**src/arcade_input_config.svh**
```systemverilog
// Constants for the player-input path, scan codes in PS/2 set 2
// Pad type IDs follow the LLAPI controller list
// Button positions index the 32-bit LLAPI button word
`ifndef ARCADE_INPUT_CONFIG_SVH
`define ARCADE_INPUT_CONFIG_SVH

// Keyboard scan codes of the used keys
`define PS2_CODE_UP     8'h75
`define PS2_CODE_DOWN   8'h72
`define PS2_CODE_LEFT   8'h6B
`define PS2_CODE_RIGHT  8'h74
`define PS2_CODE_CTRL   8'h14
`define PS2_CODE_ALT    8'h11
`define PS2_CODE_SPACE  8'h29
`define PS2_CODE_1      8'h16
`define PS2_CODE_2      8'h1E
`define PS2_CODE_5      8'h2E
`define PS2_CODE_6      8'h36
`define PS2_CODE_A      8'h1C
`define PS2_CODE_S      8'h1B
`define PS2_CODE_Q      8'h15
`define PS2_CODE_R      8'h2D
`define PS2_CODE_F      8'h2B
`define PS2_CODE_D      8'h23
`define PS2_CODE_G      8'h34
`define PS2_CODE_P      8'h4D

// Key word bit positions
`define PS2_TOGGLE_BIT  10
`define PS2_PRESSED_BIT 9

// Six-button controller types
`define LLAPI_TYPE_SIX_A      8'd20
`define LLAPI_TYPE_SIX_B      8'd21
`define LLAPI_TYPE_SIX_C      8'd8
`define LLAPI_TYPE_SIX_D      8'd3
`define LLAPI_TYPE_SIX_E      8'd11
`define LLAPI_TYPE_NEC_AVENUE 8'd54

// Button word positions
`define LLAPI_BTN_UP    27
`define LLAPI_BTN_DOWN  26
`define LLAPI_BTN_LEFT  25
`define LLAPI_BTN_RIGHT 24
`define LLAPI_BTN_START 5
`define LLAPI_BTN_COIN  4
`define LLAPI_BTN_0     0
`define LLAPI_BTN_1     1
`define LLAPI_BTN_2     2
`define LLAPI_BTN_7     7

// Download indexes
`define DL_INDEX_GAME 8'd1
`define DL_INDEX_DIP  8'd254

`endif

```
**src/arcade_input_pkg.sv**
```systemverilog
// Shared types of the player-input path
// Struct field order is the bit order, first field is the MSB
package arcade_input_pkg;

	// Raw bus widths
	typedef logic [10:0] ps2_key_t;
	typedef logic [31:0] llapi_buttons_t;
	typedef logic [7:0]  llapi_type_t;
	typedef logic [24:0] dl_addr_t;
	typedef logic [7:0]  byte_t;
	typedef logic [3:0]  game_index_t;

	// Held pressed state, one bit per used key
	typedef struct packed {
		logic up;
		logic down;
		logic left;
		logic right;
		logic ctrl;
		logic alt;
		logic space;
		logic k1;
		logic k2;
		logic k5;
		logic k6;
		logic a;
		logic s;
		logic q;
		logic r;
		logic f;
		logic d;
		logic g;
		logic p;
	} kbd_keys_t;

	// One pad after layout mapping
	typedef struct packed {
		logic up;
		logic down;
		logic left;
		logic right;
		logic b0;
		logic b1;
		logic b2;
		logic start;
		logic coin;
	} pad_t;

	// Player control word as the game core expects it
	typedef struct packed {
		struct packed {
			logic up;
			logic down;
			logic right;
			logic left;
		} joy;
		struct packed {
			logic b2;
			logic b1;
			logic b0;
		} buttons;
		logic start;
		logic coin;
	} player_ctrl_t;

endpackage

```
**src/ps2_key_decoder.sv**
```systemverilog
// Key word must hold until the next toggle change
// First event after reset must carry toggle 1
// Keys update on the second edge after an event is applied
`timescale 1ns/10ps
`include "arcade_input_config.svh"

module ps2_key_decoder import arcade_input_pkg::*; (
	input  logic      clk_sys,
	input  logic      reset,
	input  ps2_key_t  ps2_key,
	output kbd_keys_t keys
);

	////////////////////////////////////////////////////////////////////////////
	// Input stage
	////////////////////////////////////////////////////////////////////////////

	// Staged key word and the toggle seen one edge before it
	ps2_key_t ps2_q;
	logic     toggle_q;
	logic     key_event;
	logic     pressed;
	byte_t    code;

	always_ff @(posedge clk_sys) begin
		if (reset) begin
			ps2_q    <= '0;
			toggle_q <= 1'b0;
		end else begin
			ps2_q    <= ps2_key;
			toggle_q <= ps2_q[`PS2_TOGGLE_BIT];
		end
	end

	// New event whenever the staged toggle moved
	assign key_event = ps2_q[`PS2_TOGGLE_BIT] != toggle_q;
	assign pressed   = ps2_q[`PS2_PRESSED_BIT];
	assign code      = ps2_q[7:0];

	////////////////////////////////////////////////////////////////////////////
	// Held key state
	////////////////////////////////////////////////////////////////////////////

	always_ff @(posedge clk_sys) begin
		if (reset) begin
			// All released
			keys <= '0;
		end else if (key_event) begin
			case (code)
				`PS2_CODE_UP:    keys.up    <= pressed;
				`PS2_CODE_DOWN:  keys.down  <= pressed;
				`PS2_CODE_LEFT:  keys.left  <= pressed;
				`PS2_CODE_RIGHT: keys.right <= pressed;
				`PS2_CODE_CTRL:  keys.ctrl  <= pressed;
				`PS2_CODE_ALT:   keys.alt   <= pressed;
				`PS2_CODE_SPACE: keys.space <= pressed;
				`PS2_CODE_1:     keys.k1    <= pressed;
				`PS2_CODE_2:     keys.k2    <= pressed;
				`PS2_CODE_5:     keys.k5    <= pressed;
				`PS2_CODE_6:     keys.k6    <= pressed;
				`PS2_CODE_A:     keys.a     <= pressed;
				`PS2_CODE_S:     keys.s     <= pressed;
				`PS2_CODE_Q:     keys.q     <= pressed;
				`PS2_CODE_R:     keys.r     <= pressed;
				`PS2_CODE_F:     keys.f     <= pressed;
				`PS2_CODE_D:     keys.d     <= pressed;
				`PS2_CODE_G:     keys.g     <= pressed;
				`PS2_CODE_P:     keys.p     <= pressed;
				// Unused codes leave the state alone
				default: ;
			endcase
		end
	end

endmodule

```
**src/llapi_pad_mapper.sv**
```systemverilog
// Buttons and type are decoded LLAPI words, levels on clk_sys
// Type 0 or 255 counts as no pad until a button is seen
// Only the seen flag is registered, the rest is combinational
`timescale 1ns/10ps
`include "arcade_input_config.svh"

module llapi_pad_mapper import arcade_input_pkg::*; (
	input  logic           clk_sys,
	input  logic           reset,
	input  logic           link_en,
	input  llapi_buttons_t buttons,
	input  llapi_type_t    pad_type,
	output pad_t           pad,
	output logic           osd_combo
);

	logic button_seen;
	logic type_known;
	logic present;
	logic fire_0;
	logic fire_1;
	logic fire_2;

	// Sticky until reset, catches pads that report type 0
	always_ff @(posedge clk_sys) begin
		if (reset) begin
			button_seen <= 1'b0;
		end else if (|buttons) begin
			button_seen <= 1'b1;
		end
	end

	assign type_known = (pad_type != '0) && (pad_type != '1);
	assign present    = link_en && (type_known || button_seen);

	////////////////////////////////////////////////////////////////////////////
	// Fire button layout per controller type
	////////////////////////////////////////////////////////////////////////////

	always_comb begin
		case (pad_type)
			`LLAPI_TYPE_SIX_A, `LLAPI_TYPE_SIX_B, `LLAPI_TYPE_SIX_C,
			`LLAPI_TYPE_SIX_D, `LLAPI_TYPE_SIX_E: begin
				fire_0 = buttons[`LLAPI_BTN_0];
				fire_1 = buttons[`LLAPI_BTN_1];
				fire_2 = buttons[`LLAPI_BTN_7];
			end
			`LLAPI_TYPE_NEC_AVENUE: begin
				fire_0 = buttons[`LLAPI_BTN_7];
				fire_1 = buttons[`LLAPI_BTN_0];
				fire_2 = buttons[`LLAPI_BTN_1];
			end
			default: begin
				// Generic pads
				fire_0 = buttons[`LLAPI_BTN_2];
				fire_1 = buttons[`LLAPI_BTN_0];
				fire_2 = buttons[`LLAPI_BTN_1];
			end
		endcase
	end

	// D-pad, start and coin sit at fixed positions
	always_comb begin
		pad = '0;
		if (present) begin
			pad.up    = buttons[`LLAPI_BTN_UP];
			pad.down  = buttons[`LLAPI_BTN_DOWN];
			pad.left  = buttons[`LLAPI_BTN_LEFT];
			pad.right = buttons[`LLAPI_BTN_RIGHT];
			pad.b0    = fire_0;
			pad.b1    = fire_1;
			pad.b2    = fire_2;
			pad.start = buttons[`LLAPI_BTN_START];
			pad.coin  = buttons[`LLAPI_BTN_COIN];
		end
	end

	// Menu combo works even before the pad counts as present
	assign osd_combo = buttons[`LLAPI_BTN_DOWN] & buttons[`LLAPI_BTN_START] &
		buttons[`LLAPI_BTN_0];

endmodule

```
**src/download_config.sv**
```systemverilog
// Write strobe, index, address and data are valid in one cycle
// Only DIP bytes 0 and 1 are kept, other DIP addresses are dropped
`timescale 1ns/10ps
`include "arcade_input_config.svh"

module download_config import arcade_input_pkg::*; (
	input  logic        clk_sys,
	input  logic        reset,
	input  logic        ioctl_wr,
	input  byte_t       ioctl_index,
	input  dl_addr_t    ioctl_addr,
	input  byte_t       ioctl_data,
	output game_index_t game_index,
	output byte_t       dip_1,
	output byte_t       dip_2
);

	always_ff @(posedge clk_sys) begin
		if (reset) begin
			game_index <= '0;
			dip_1      <= '0;
			dip_2      <= '0;
		end else if (ioctl_wr) begin
			// Game select uses the low nibble only
			if (ioctl_index == `DL_INDEX_GAME) begin
				game_index <= ioctl_data[3:0];
			end
			// DIP bank, first two bytes
			if (ioctl_index == `DL_INDEX_DIP) begin
				case (ioctl_addr)
					dl_addr_t'(0): dip_1 <= ioctl_data;
					dl_addr_t'(1): dip_2 <= ioctl_data;
					default: ;
				endcase
			end
		end
	end

endmodule

```
**src/player_control_merge.sv**
```systemverilog
// Keyboard and pad bits are ORed, outputs registered once
// Pause comes from the keyboard only
`timescale 1ns/10ps

module player_control_merge import arcade_input_pkg::*; (
	input  logic         clk_sys,
	input  logic         reset,
	input  kbd_keys_t    keys,
	input  pad_t         pad_1,
	input  pad_t         pad_2,
	input  logic         osd_1,
	input  logic         osd_2,
	output player_ctrl_t player_1,
	output player_ctrl_t player_2,
	output logic         pause,
	output logic         osd_button
);

	always_ff @(posedge clk_sys) begin
		if (reset) begin
			player_1   <= '0;
			player_2   <= '0;
			pause      <= 1'b0;
			osd_button <= 1'b0;
		end else begin
			// Player 1 on cursor keys, ctrl, alt, space
			player_1.joy.up      <= keys.up    | pad_1.up;
			player_1.joy.down    <= keys.down  | pad_1.down;
			player_1.joy.left    <= keys.left  | pad_1.left;
			player_1.joy.right   <= keys.right | pad_1.right;
			player_1.buttons.b0  <= keys.ctrl  | pad_1.b0;
			player_1.buttons.b1  <= keys.alt   | pad_1.b1;
			player_1.buttons.b2  <= keys.space | pad_1.b2;
			player_1.start       <= keys.k1    | pad_1.start;
			player_1.coin        <= keys.k5    | pad_1.coin;

			// Player 2 on the RFDG cluster plus A, S, Q
			player_2.joy.up      <= keys.r     | pad_2.up;
			player_2.joy.down    <= keys.f     | pad_2.down;
			player_2.joy.left    <= keys.d     | pad_2.left;
			player_2.joy.right   <= keys.g     | pad_2.right;
			player_2.buttons.b0  <= keys.a     | pad_2.b0;
			player_2.buttons.b1  <= keys.s     | pad_2.b1;
			player_2.buttons.b2  <= keys.q     | pad_2.b2;
			player_2.start       <= keys.k2    | pad_2.start;
			player_2.coin        <= keys.k6    | pad_2.coin;

			pause      <= keys.p;
			// Either pad can raise the menu
			osd_button <= osd_1 | osd_2;
		end
	end

endmodule

```
**src/arcade_input_top.sv**
```systemverilog
// Player-input path, all on clk_sys with synchronous reset
// Pad changes reach the outputs after one edge
// Keyboard events need three edges, two in the decoder and one here
`timescale 1ns/10ps

module arcade_input_top import arcade_input_pkg::*; (
	input  logic           clk_sys,
	input  logic           reset,
	input  ps2_key_t       ps2_key,
	input  logic           pad_1_en,
	input  llapi_buttons_t pad_1_buttons,
	input  llapi_type_t    pad_1_type,
	input  logic           pad_2_en,
	input  llapi_buttons_t pad_2_buttons,
	input  llapi_type_t    pad_2_type,
	input  logic           ioctl_wr,
	input  byte_t          ioctl_index,
	input  dl_addr_t       ioctl_addr,
	input  byte_t          ioctl_data,
	output player_ctrl_t   player_1,
	output player_ctrl_t   player_2,
	output logic           pause,
	output logic           osd_button,
	output game_index_t    game_index,
	output byte_t          dip_1,
	output byte_t          dip_2
);

	kbd_keys_t keys;
	pad_t      pad_1;
	pad_t      pad_2;
	logic      osd_1;
	logic      osd_2;

	////////////////////////////////////////////////////////////////////////////
	// Input decoders
	////////////////////////////////////////////////////////////////////////////

	ps2_key_decoder u_ps2_key_decoder (
		.clk_sys (clk_sys),
		.reset   (reset),
		.ps2_key (ps2_key),
		.keys    (keys)
	);

	llapi_pad_mapper u_pad_1 (
		.clk_sys   (clk_sys),
		.reset     (reset),
		.link_en   (pad_1_en),
		.buttons   (pad_1_buttons),
		.pad_type  (pad_1_type),
		.pad       (pad_1),
		.osd_combo (osd_1)
	);

	llapi_pad_mapper u_pad_2 (
		.clk_sys   (clk_sys),
		.reset     (reset),
		.link_en   (pad_2_en),
		.buttons   (pad_2_buttons),
		.pad_type  (pad_2_type),
		.pad       (pad_2),
		.osd_combo (osd_2)
	);

	// Game select and DIP bytes from the download bus
	download_config u_download_config (
		.clk_sys     (clk_sys),
		.reset       (reset),
		.ioctl_wr    (ioctl_wr),
		.ioctl_index (ioctl_index),
		.ioctl_addr  (ioctl_addr),
		.ioctl_data  (ioctl_data),
		.game_index  (game_index),
		.dip_1       (dip_1),
		.dip_2       (dip_2)
	);

	////////////////////////////////////////////////////////////////////////////
	// Output registers
	////////////////////////////////////////////////////////////////////////////

	player_control_merge u_player_control_merge (
		.clk_sys    (clk_sys),
		.reset      (reset),
		.keys       (keys),
		.pad_1      (pad_1),
		.pad_2      (pad_2),
		.osd_1      (osd_1),
		.osd_2      (osd_2),
		.player_1   (player_1),
		.player_2   (player_2),
		.pause      (pause),
		.osd_button (osd_button)
	);

endmodule

```
**config.mk**
```make
export PLATFORM = sky130hd
export DESIGN_NAME = arcade_input_top
export DESIGN_NICKNAME = d
export VERILOG_FILES = /design/src/arcade_input_pkg.sv /design/src/ps2_key_decoder.sv /design/src/llapi_pad_mapper.sv /design/src/download_config.sv /design/src/player_control_merge.sv /design/src/arcade_input_top.sv
export VERILOG_INCLUDE_DIRS = /design/src /design/src/src
export SDC_FILE = /design/constraint.sdc
export NUM_CORES = 1
export LEC_CHECK = 0
export ABC_AREA = 1
export BUFFER_PORTS_ARGS = -buffer_cell sky130_fd_sc_hd__buf_2
export CAP_MARGIN = 40
export CORE_MARGIN = 1.5
export CORE_UTILIZATION = 35
export DETAILED_ROUTE_END_ITERATION = 10
export HOLD_SLACK_MARGIN = 0.15
export PLACE_DENSITY = 0.75
export SLEW_MARGIN = 25
export SYNTH_ARGS = -nofsm -noshare
export SYNTH_HDL_FRONTEND = slang
export SYNTH_SLANG_ARGS = --single-unit
```
**constraint.sdc**
```tcl
create_clock -name clk_sys -period 1.3 [get_ports clk_sys]
set_input_delay 0.13 -clock clk_sys [delete_from_list [all_inputs] [get_ports clk_sys]]
set_output_delay 0.13 -clock clk_sys [all_outputs]
set_load 0.02 [all_outputs]
```
==> results of run 1 <==
metal layers:
layer	part of all wire (%)	global-route usage, %	up-vias	wire length [µm]
met4	3.3	10.4	0	348
li1	-	-	2075	-
met1	40	20.7	1792	4210
met2	51	37.9	169	5360
met5	0	0	-	0
met3	5.7	4.21	33	598
area by class of cell:
type	count	area, µm²	area share [%]
clock buffers	13	169	3.15
clock inverters	3	15.0	0.280
repair buffers	246	1590	29.7
well taps	129	161	3.01
flip-flops and latches	72	1450	27.0
inverters	63	236	4.41
multi-input cells	354	1740	32.5
synthesized netlist by cell type:
cell,number
nand4_1,9
nor2_1,102
nor4_1,11
a21oi_1,36
nor3_4,3
nand2_1,110
or2_2,5
nor3b_1,1
inv_1,62
nor2_2,8
or2_4,1
o21ai_0,25
clkinv_1,1
nor3_2,4
buf_2,1
dfxtp_1,72
buf_1,2
a21boi_2,2
clkbuf_1,5
a211oi_1,2
nand2_2,2
buf_6,2
xnor2_1,1
nand4_4,1
nor3_1,11
xor2_2,1
nand3_1,19
kinds of logic (layout without fill, tap and decap cells):
group / after synthesis / count (layout) / share of synthesized area [%]
compound gates: 65 / 65 / 10.1
buf+inv: 73 / 325 / 8.56
simple gates: 287 / 287 / 38.1
xor+xnor: 2 / 2 / 0.738
flops: 72 / 72 / 42.5
worst max-delay path, cell delays in order (launching register included):
cell     delay (ns)
dfxtp_2        0.35
xnor2_2        0.29
nor2_1         0.07
buf_4          0.16
nand2_1        0.10
o21ai_0        0.08
a21oi_1        0.17
metrics by stage:
stage | total power [mW] | hold slack [ns] | utilization [%] | setup TNS [ns]
final | 4.70 | 0.151 | 57.5 | 0
after floorplan | 2.59 | 0.237 | - | 0
after global placement | 2.91 | 0.347 | 48.3 | 0
after CTS | 4.70 | 0.151 | 56.8 | 0
after detailed placement | 2.94 | 0.338 | 48.3 | -0.0182
after global routing | 4.93 | 0.173 | 57.5 | -0.409
final timing paths:
check | start | endpoint | slack, ns
setup reg to reg | u_ps2_key_decoder.toggle_q$_SDFF_PP0_ | u_ps2_key_decoder.keys[10]$_SDFFE_PP0P_ | 0.007
hold / removal | pad_1_buttons[15] | u_pad_1.button_seen$_SDFFE_PP0P_ | 0.15
setup / recovery | u_ps2_key_decoder.toggle_q$_SDFF_PP0_ | u_ps2_key_decoder.keys[10]$_SDFFE_PP0P_ | 0.007
hold reg to reg | u_ps2_key_decoder.keys[0]$_SDFFE_PP0P_ | u_player_control_merge.pause$_SDFF_PP0_ | 0.44
power by group through the flow:
stage	sequential, mW	combinational (mW)	clock, mW
2_1_floorplan	2.36	0.237	0
3_3_place_gp	2.33	0.585	0
3_5_place_dp	2.33	0.607	0
4_1_cts	2.28	0.749	1.67
5_1_grt	2.29	0.853	1.79
6_report	2.28	0.777	1.64
cell usage in the layout, fill, tap and decap left out, drive strengths merged, types with 18 or more instances in the layout:
cell | synthesis | routed
a21oi | 36 | 36
dfxtp | 72 | 72
inv | 62 | 62
nand3 | 19 | 19
nand2 | 112 | 112
buf | 5 | 187
o21ai | 25 | 25
nor2 | 110 | 110
dlygate4sd3 | 0 | 59
nor3 | 18 | 18
timing repair:
item                                    4_1_cts  5_1_grt
hold buffers                                 59        0
endpoints found under the setup margin        4       17
cloned                                        0        0
setup buffers                                 0        0
endpoints found under the hold margin        47        0
gates resized for setup                       7       19
state kept, by name, indices dropped and copies added, names as in the netlist, 4 cells and up:
signal and flops:
u_ps2_key_decoder.keys 19, u_ps2_key_decoder.ps2_q 10, u_player_control_merge.player_1 9, u_player_control_merge.player_2 9
u_download_config.dip_1 8, u_download_config.dip_2 8, u_download_config.game_index 4
==> flow_summary.yaml, run 1 <==
outcome:
  outcome: "finished, final reports clean"
routing:
  wire_per_inst_um: 12.0
  vias: 4069
  drt-pass1-iter-count: 6
  drtIter0Drc: 136
  viasPerCell: 4.62
  final_antenna_net_count: 0
  route.detailed.drc: 0
  wl_um: 10500
timing:
  period_share_pct: 99.5
  setup_violations: 0
  min_period_ns: 1.29
  fmax_mhz: 773
  slew_headroom_pct: 72.0
  setup_ws_ns: 0.00690
  finalMaxSlewViolations: 0
  skew_ns: 0.00901
  rsz0062_at_grt: "yes"
  worst_pin_slew_ns: 0.417
  hold_viol: 0
floorplanning:
  die_h_um: 101
  initial_core_util_pct: 36.4
  die_area_um2: 10300
  io_pins: 177
  fp-row-count: 35
  die-width_um: 101
  core-area_um2: 9330
finish:
  fillCellCount: 836
  nets: 883
  areaGrowthSynthToFinish_pct: 58.2
  final_area_um2: 5370
  n_antenna_cell: 0
  finalNonFillerCells: 880
  layout-drive-gt1-share_pct: 32.9
place:
  port-buffer-count: 175
  gp_congestion: 0.888
  placed_cells: 805
  dp.final_hpwl_um: 7480
  place_area_um2: 4500
  pre_cts_ws_ns: -0.0160
logic_synthesis:
  syn-cell-area_um2: 3390
  synth_fp_nets: 636
  ys_ff_latch: 72
  yosysTopAreaCellShare_pct: 42.5
  synthCells: 499
  yosysTopAreaCell: "dfxtp_1"
  synth_cell_types: 27
  yosysSeqAreaShare_pct: 42.5
  synth_area_leaders: "dfxtp_1 43%, nand2_1 12%, nor2_1 11%, inv_1 6.9%, a21oi_1 5.3%"
  avgSynthCellArea_um2: 6.80
  ys_warn_count: 0
critical_path:
  worstRegToRegCells: 6
  crit_type: "reg -> reg"
  start_kind: "flip-flop"
  end_kind: "flip-flop"
  worstPathArrival_ns: 1.56
  critPathMaxFanout: 5
  crit_required_ns: 1.57
power_and_ir_drop:
  clkPwrFrac_pct: 34.8
  powerDensity_nw_per_um2: 876
  p_seq_share_pct: 48.6
  p_sw_share_pct: 25.7
  vdd_ir_drop_max_v: 0.000481
  p_int_mw: 3.49
  comb_power_share_pct: 16.5
  p_sw_mw: 1.21
  power_leakage_nw: 2.59
clock_network:
  numCtsBuffers: 9
  cts_root_buffer: "clkbuf_8"
  cts.sinks: 72
  cts_buffer_depth: 2
  ctsHtreeMaxLevel: 3
  clkTransAtPathRegs_ns: 0.07
  worstSkewPairLatency_ns: 0.35
  cts_tree: "yes"
global_route:
  grt_use_total_pct: 20.0
  grt_start_max_net_pins: 38
  antenna_found_initial: 0
  grt_pass1_vias: 3866
  grt_overflow_total: 0
  grt_pass1_wl_um: 16100
worst_hold_path:
  hp-class: "in -> reg"
  whs_path_depth: 5
flow_run:
  max_cap_violations: 0
(Power assumes the default switching activity.)
==> run 2, diff against run 1 <==
Settings changed: BUFFER_PORTS_ARGS -buffer_cell sky130_fd_sc_hd__buf_2 to -buffer_cell sky130_fd_sc_hd__buf_4.
==> run 2 against run 1 <==
Net effect:
- combinational power up 20%
- clock-buffer cell count decreased by 1
- clock power is essentially flat
- design area up 10%
- clock skew decreased by 0.0016 ns
- sequential power about the same
- global-route usage grew 0.54 points
- register-to-register slack better by 0.05 ns
- core utilization up 5.9 points
- critical path type is now in -> reg
- largest power group unchanged
==> flow_summary.yaml, run 2 (synthesis results as in run 1) <==
timing:
  slew_headroom_pct: 72.6
  period_share_pct: 98.9
  skew_ns: 0.00742
  hold_viol: 0
  fmax_mhz: 778
  whs_ns: 0.159
  min_period_ns: 1.29
  worst_pin_slew_ns: 0.409
  rsz0062_at_grt: "yes"
  finalMaxSlewViolations: 0
  setup_violations: 0
clock_network:
  cts_tree: "yes"
  worstSkewPairLatency_ns: 0.34
  ctsHtreeMaxLevel: 3
  cts.sinks: 72
  numCtsBuffers: 9
  cts_root_buffer: "clkbuf_8"
  cts_buffer_depth: 2
  clkTransAtPathRegs_ns: 0.07
global_route:
  grt_pass1_wl_um: 17000
  grt_start_max_net_pins: 38
  grt_overflow_total: 0
  grt_pass1_vias: 4092
  antenna_found_initial: 0
  grt_use_total_pct: 20.6
finish:
  final_common_cell: "buf_4"
  finalNonFillerCells: 889
  largest_registers: "u_ps2_key_decoder.keys x19, u_ps2_key_decoder.ps2_q x10"
  layout_common_cells: "182 x buf_4, 109 x nand2_1, 95 x nor2_1"
  regMostFlops: "u_ps2_key_decoder.keys"
  layout-drive-gt1-share_pct: 32.6
  areaGrowthSynthToFinish_pct: 74.4
  fillCellCount: 807
  largest_reg_flops: 19
  n_antenna_cell: 0
  nets: 892
  multiInputGateArea_um2: 1750
  regArea_um2: 1460
critical_path:
  worstPathCellList: "dlygate4sd3_1 -> buf_4 -> nor4_1 -> nand4_1 -> nor2_1 -> nor2_1"
  critPathSlowestCell: "dlygate4sd3_1"
  critPathMostFrequentCell: "nor2_1"
  critPathMaxStageDelay_ns: 0.55
  end_kind: "flip-flop"
  start_kind: "input pin"
  r2r-start: "u_ps2_key_decoder.ps2_q[6]$_SDFF_PP0_"
  worst-path-buf-inv: 2
  rrSetupSlack_ns: 0.06
  crit_family: "simple AND/OR/NAND/NOR gates"
  worstRegToRegCells: 7
  crit_required_ns: 1.53
  crit_type: "in -> reg"
  regToRegEndpoint: "u_ps2_key_decoder.keys[14]$_SDFFE_PP0P_"
  critPathMaxFanout: 1
  worstPathArrival_ns: 1.51
worst_hold_path:
  worstHoldStart: "pad_1_buttons[3]"
  whs_path_depth: 5
  min_to: "u_pad_1.button_seen$_SDFFE_PP0P_"
  hp-class: "in -> reg"
routing:
  route.detailed.drc: 0
  vias: 4153
  final_antenna_net_count: 0
  wl_um: 10700
  drt-pass1-iter-count: 4
  viasPerCell: 4.67
  drtIter0Drc: 166
  wire_per_inst_um: 12.0
power_and_ir_drop:
  comb_power_share_pct: 19.2
  powerDensity_nw_per_um2: 825
  power_leakage_nw: 2.74
  p_sw_share_pct: 24.6
  vdd_ir_drop_max_v: 0.000445
  p_seq_share_pct: 46.8
  p_int_mw: 3.68
  clkPwrFrac_pct: 34.0
  p_sw_mw: 1.20
floorplanning:
  fp-row-count: 35
  initial_core_util_pct: 36.4
  die-width_um: 101
  io_pins: 177
  die_area_um2: 10300
  core-area_um2: 9330
  die_h_um: 101
place:
  placed_cells: 805
  gp_congestion: 0.944
  dp.final_hpwl_um: 7750
  port-buffer-count: 175
flow_run:
  max_cap_violations: 0
outcome:
  outcome: "finished, final reports clean"
run 2: changes by cell type in the layout (fill, tap and decap cells not counted), moves of 3 or more:
cell	change
clkbuf_8	-3
o21ai_1	+6
o21ai_0	-7
buf_2	-175
dlygate4sd3_1	+10
dfxtp_1	-3
buf_4	+173
run 2: worst max-delay path by stage:
| stage | endpoint | start | cells past startpoint | slack [ns] |
|---|---|---|---|---|
| global placement | u_ps2_key_decoder.keys[16]$_SDFFE_PP0P_ | u_ps2_key_decoder.ps2_q[3]$_SDFF_PP0_ | 6 | 0.04 |
| global route | u_ps2_key_decoder.keys[16]$_SDFFE_PP0P_ | u_ps2_key_decoder.ps2_q[3]$_SDFF_PP0_ | 6 | -0.07 |
| floorplan | u_ps2_key_decoder.keys[16]$_SDFFE_PP0P_ | u_ps2_key_decoder.ps2_q[3]$_SDFF_PP0_ | 6 | 0.09 |
| finish | u_pad_2.button_seen$_SDFFE_PP0P_ | pad_2_buttons[16] | 6 | 0.01 |
| detailed placement | u_ps2_key_decoder.keys[2]$_SDFFE_PP0P_ | u_ps2_key_decoder.ps2_q[5]$_SDFF_PP0_ | 7 | -0.03 |
| CTS | u_ps2_key_decoder.keys[2]$_SDFFE_PP0P_ | u_ps2_key_decoder.ps2_q[5]$_SDFF_PP0_ | 7 | 0.005 |
run 2: what timing repair did:
action                                  CTS  global route
hold buffers                             69             0
gates cloned                              0             0
setup buffers                             0             1
endpoints found under the setup margin    3            24
resized for setup                         4            38
hold endpoints to repair                 50             0
pin swaps                                 0            11
run 2: area by class of cell:
cell class	instances	area share, %
Clock buffer	12	2.28
Clock inverter	4	0.762
Inverter	63	4.00
Multi-Input combinational cell	354	29.6
Sequential cell	72	24.6
Tap cell	129	2.73
Timing Repair Buffer	255	36.0
run 2: power by group through the flow:
stage	Clock, mW	Combinational [mW]	Sequential, mW
finish	1.66	0.936	2.29
global route	1.79	1.02	2.29
CTS	1.68	0.900	2.28
detailed placement	0	0.733	2.33
global placement	0	0.714	2.33
floorplan	0	0.237	2.36
run 2: routing by layer:
metal | GRT usage, % | wire (µm)
met1 | 22.5 | 4380
met3 | 4.14 | 587
met4 | 7.59 | 209
met2 | 38.9 | 5520
met5 | 0 | 0
run 2: per-stage QoR:
stage | util (%) | area [µm²] | worst slack [ns] | TNS, ns | total power, mW
floorplan | - | 3390 | 0.0909 | 0 | 2.59
global placement | 53.0 | 4940 | 0.0370 | 0 | 3.04
detailed placement | 53.0 | 4940 | -0.0271 | -0.0514 | 3.06
CTS | 62.4 | 5820 | 0.00514 | 0 | 4.86
global route | 63.4 | 5910 | -0.0682 | -0.142 | 5.09
finish | 63.4 | 5910 | 0.0146 | 0 | 4.88
run 2: worst register-to-register path: stages, from the launching register on:
cell     delay [ns]
dfxtp_2        0.34
nor2_4         0.13
nand3_1        0.10
nor2_1         0.12
buf_4          0.14
nand2_1        0.08
buf_4          0.13
a21oi_1        0.13
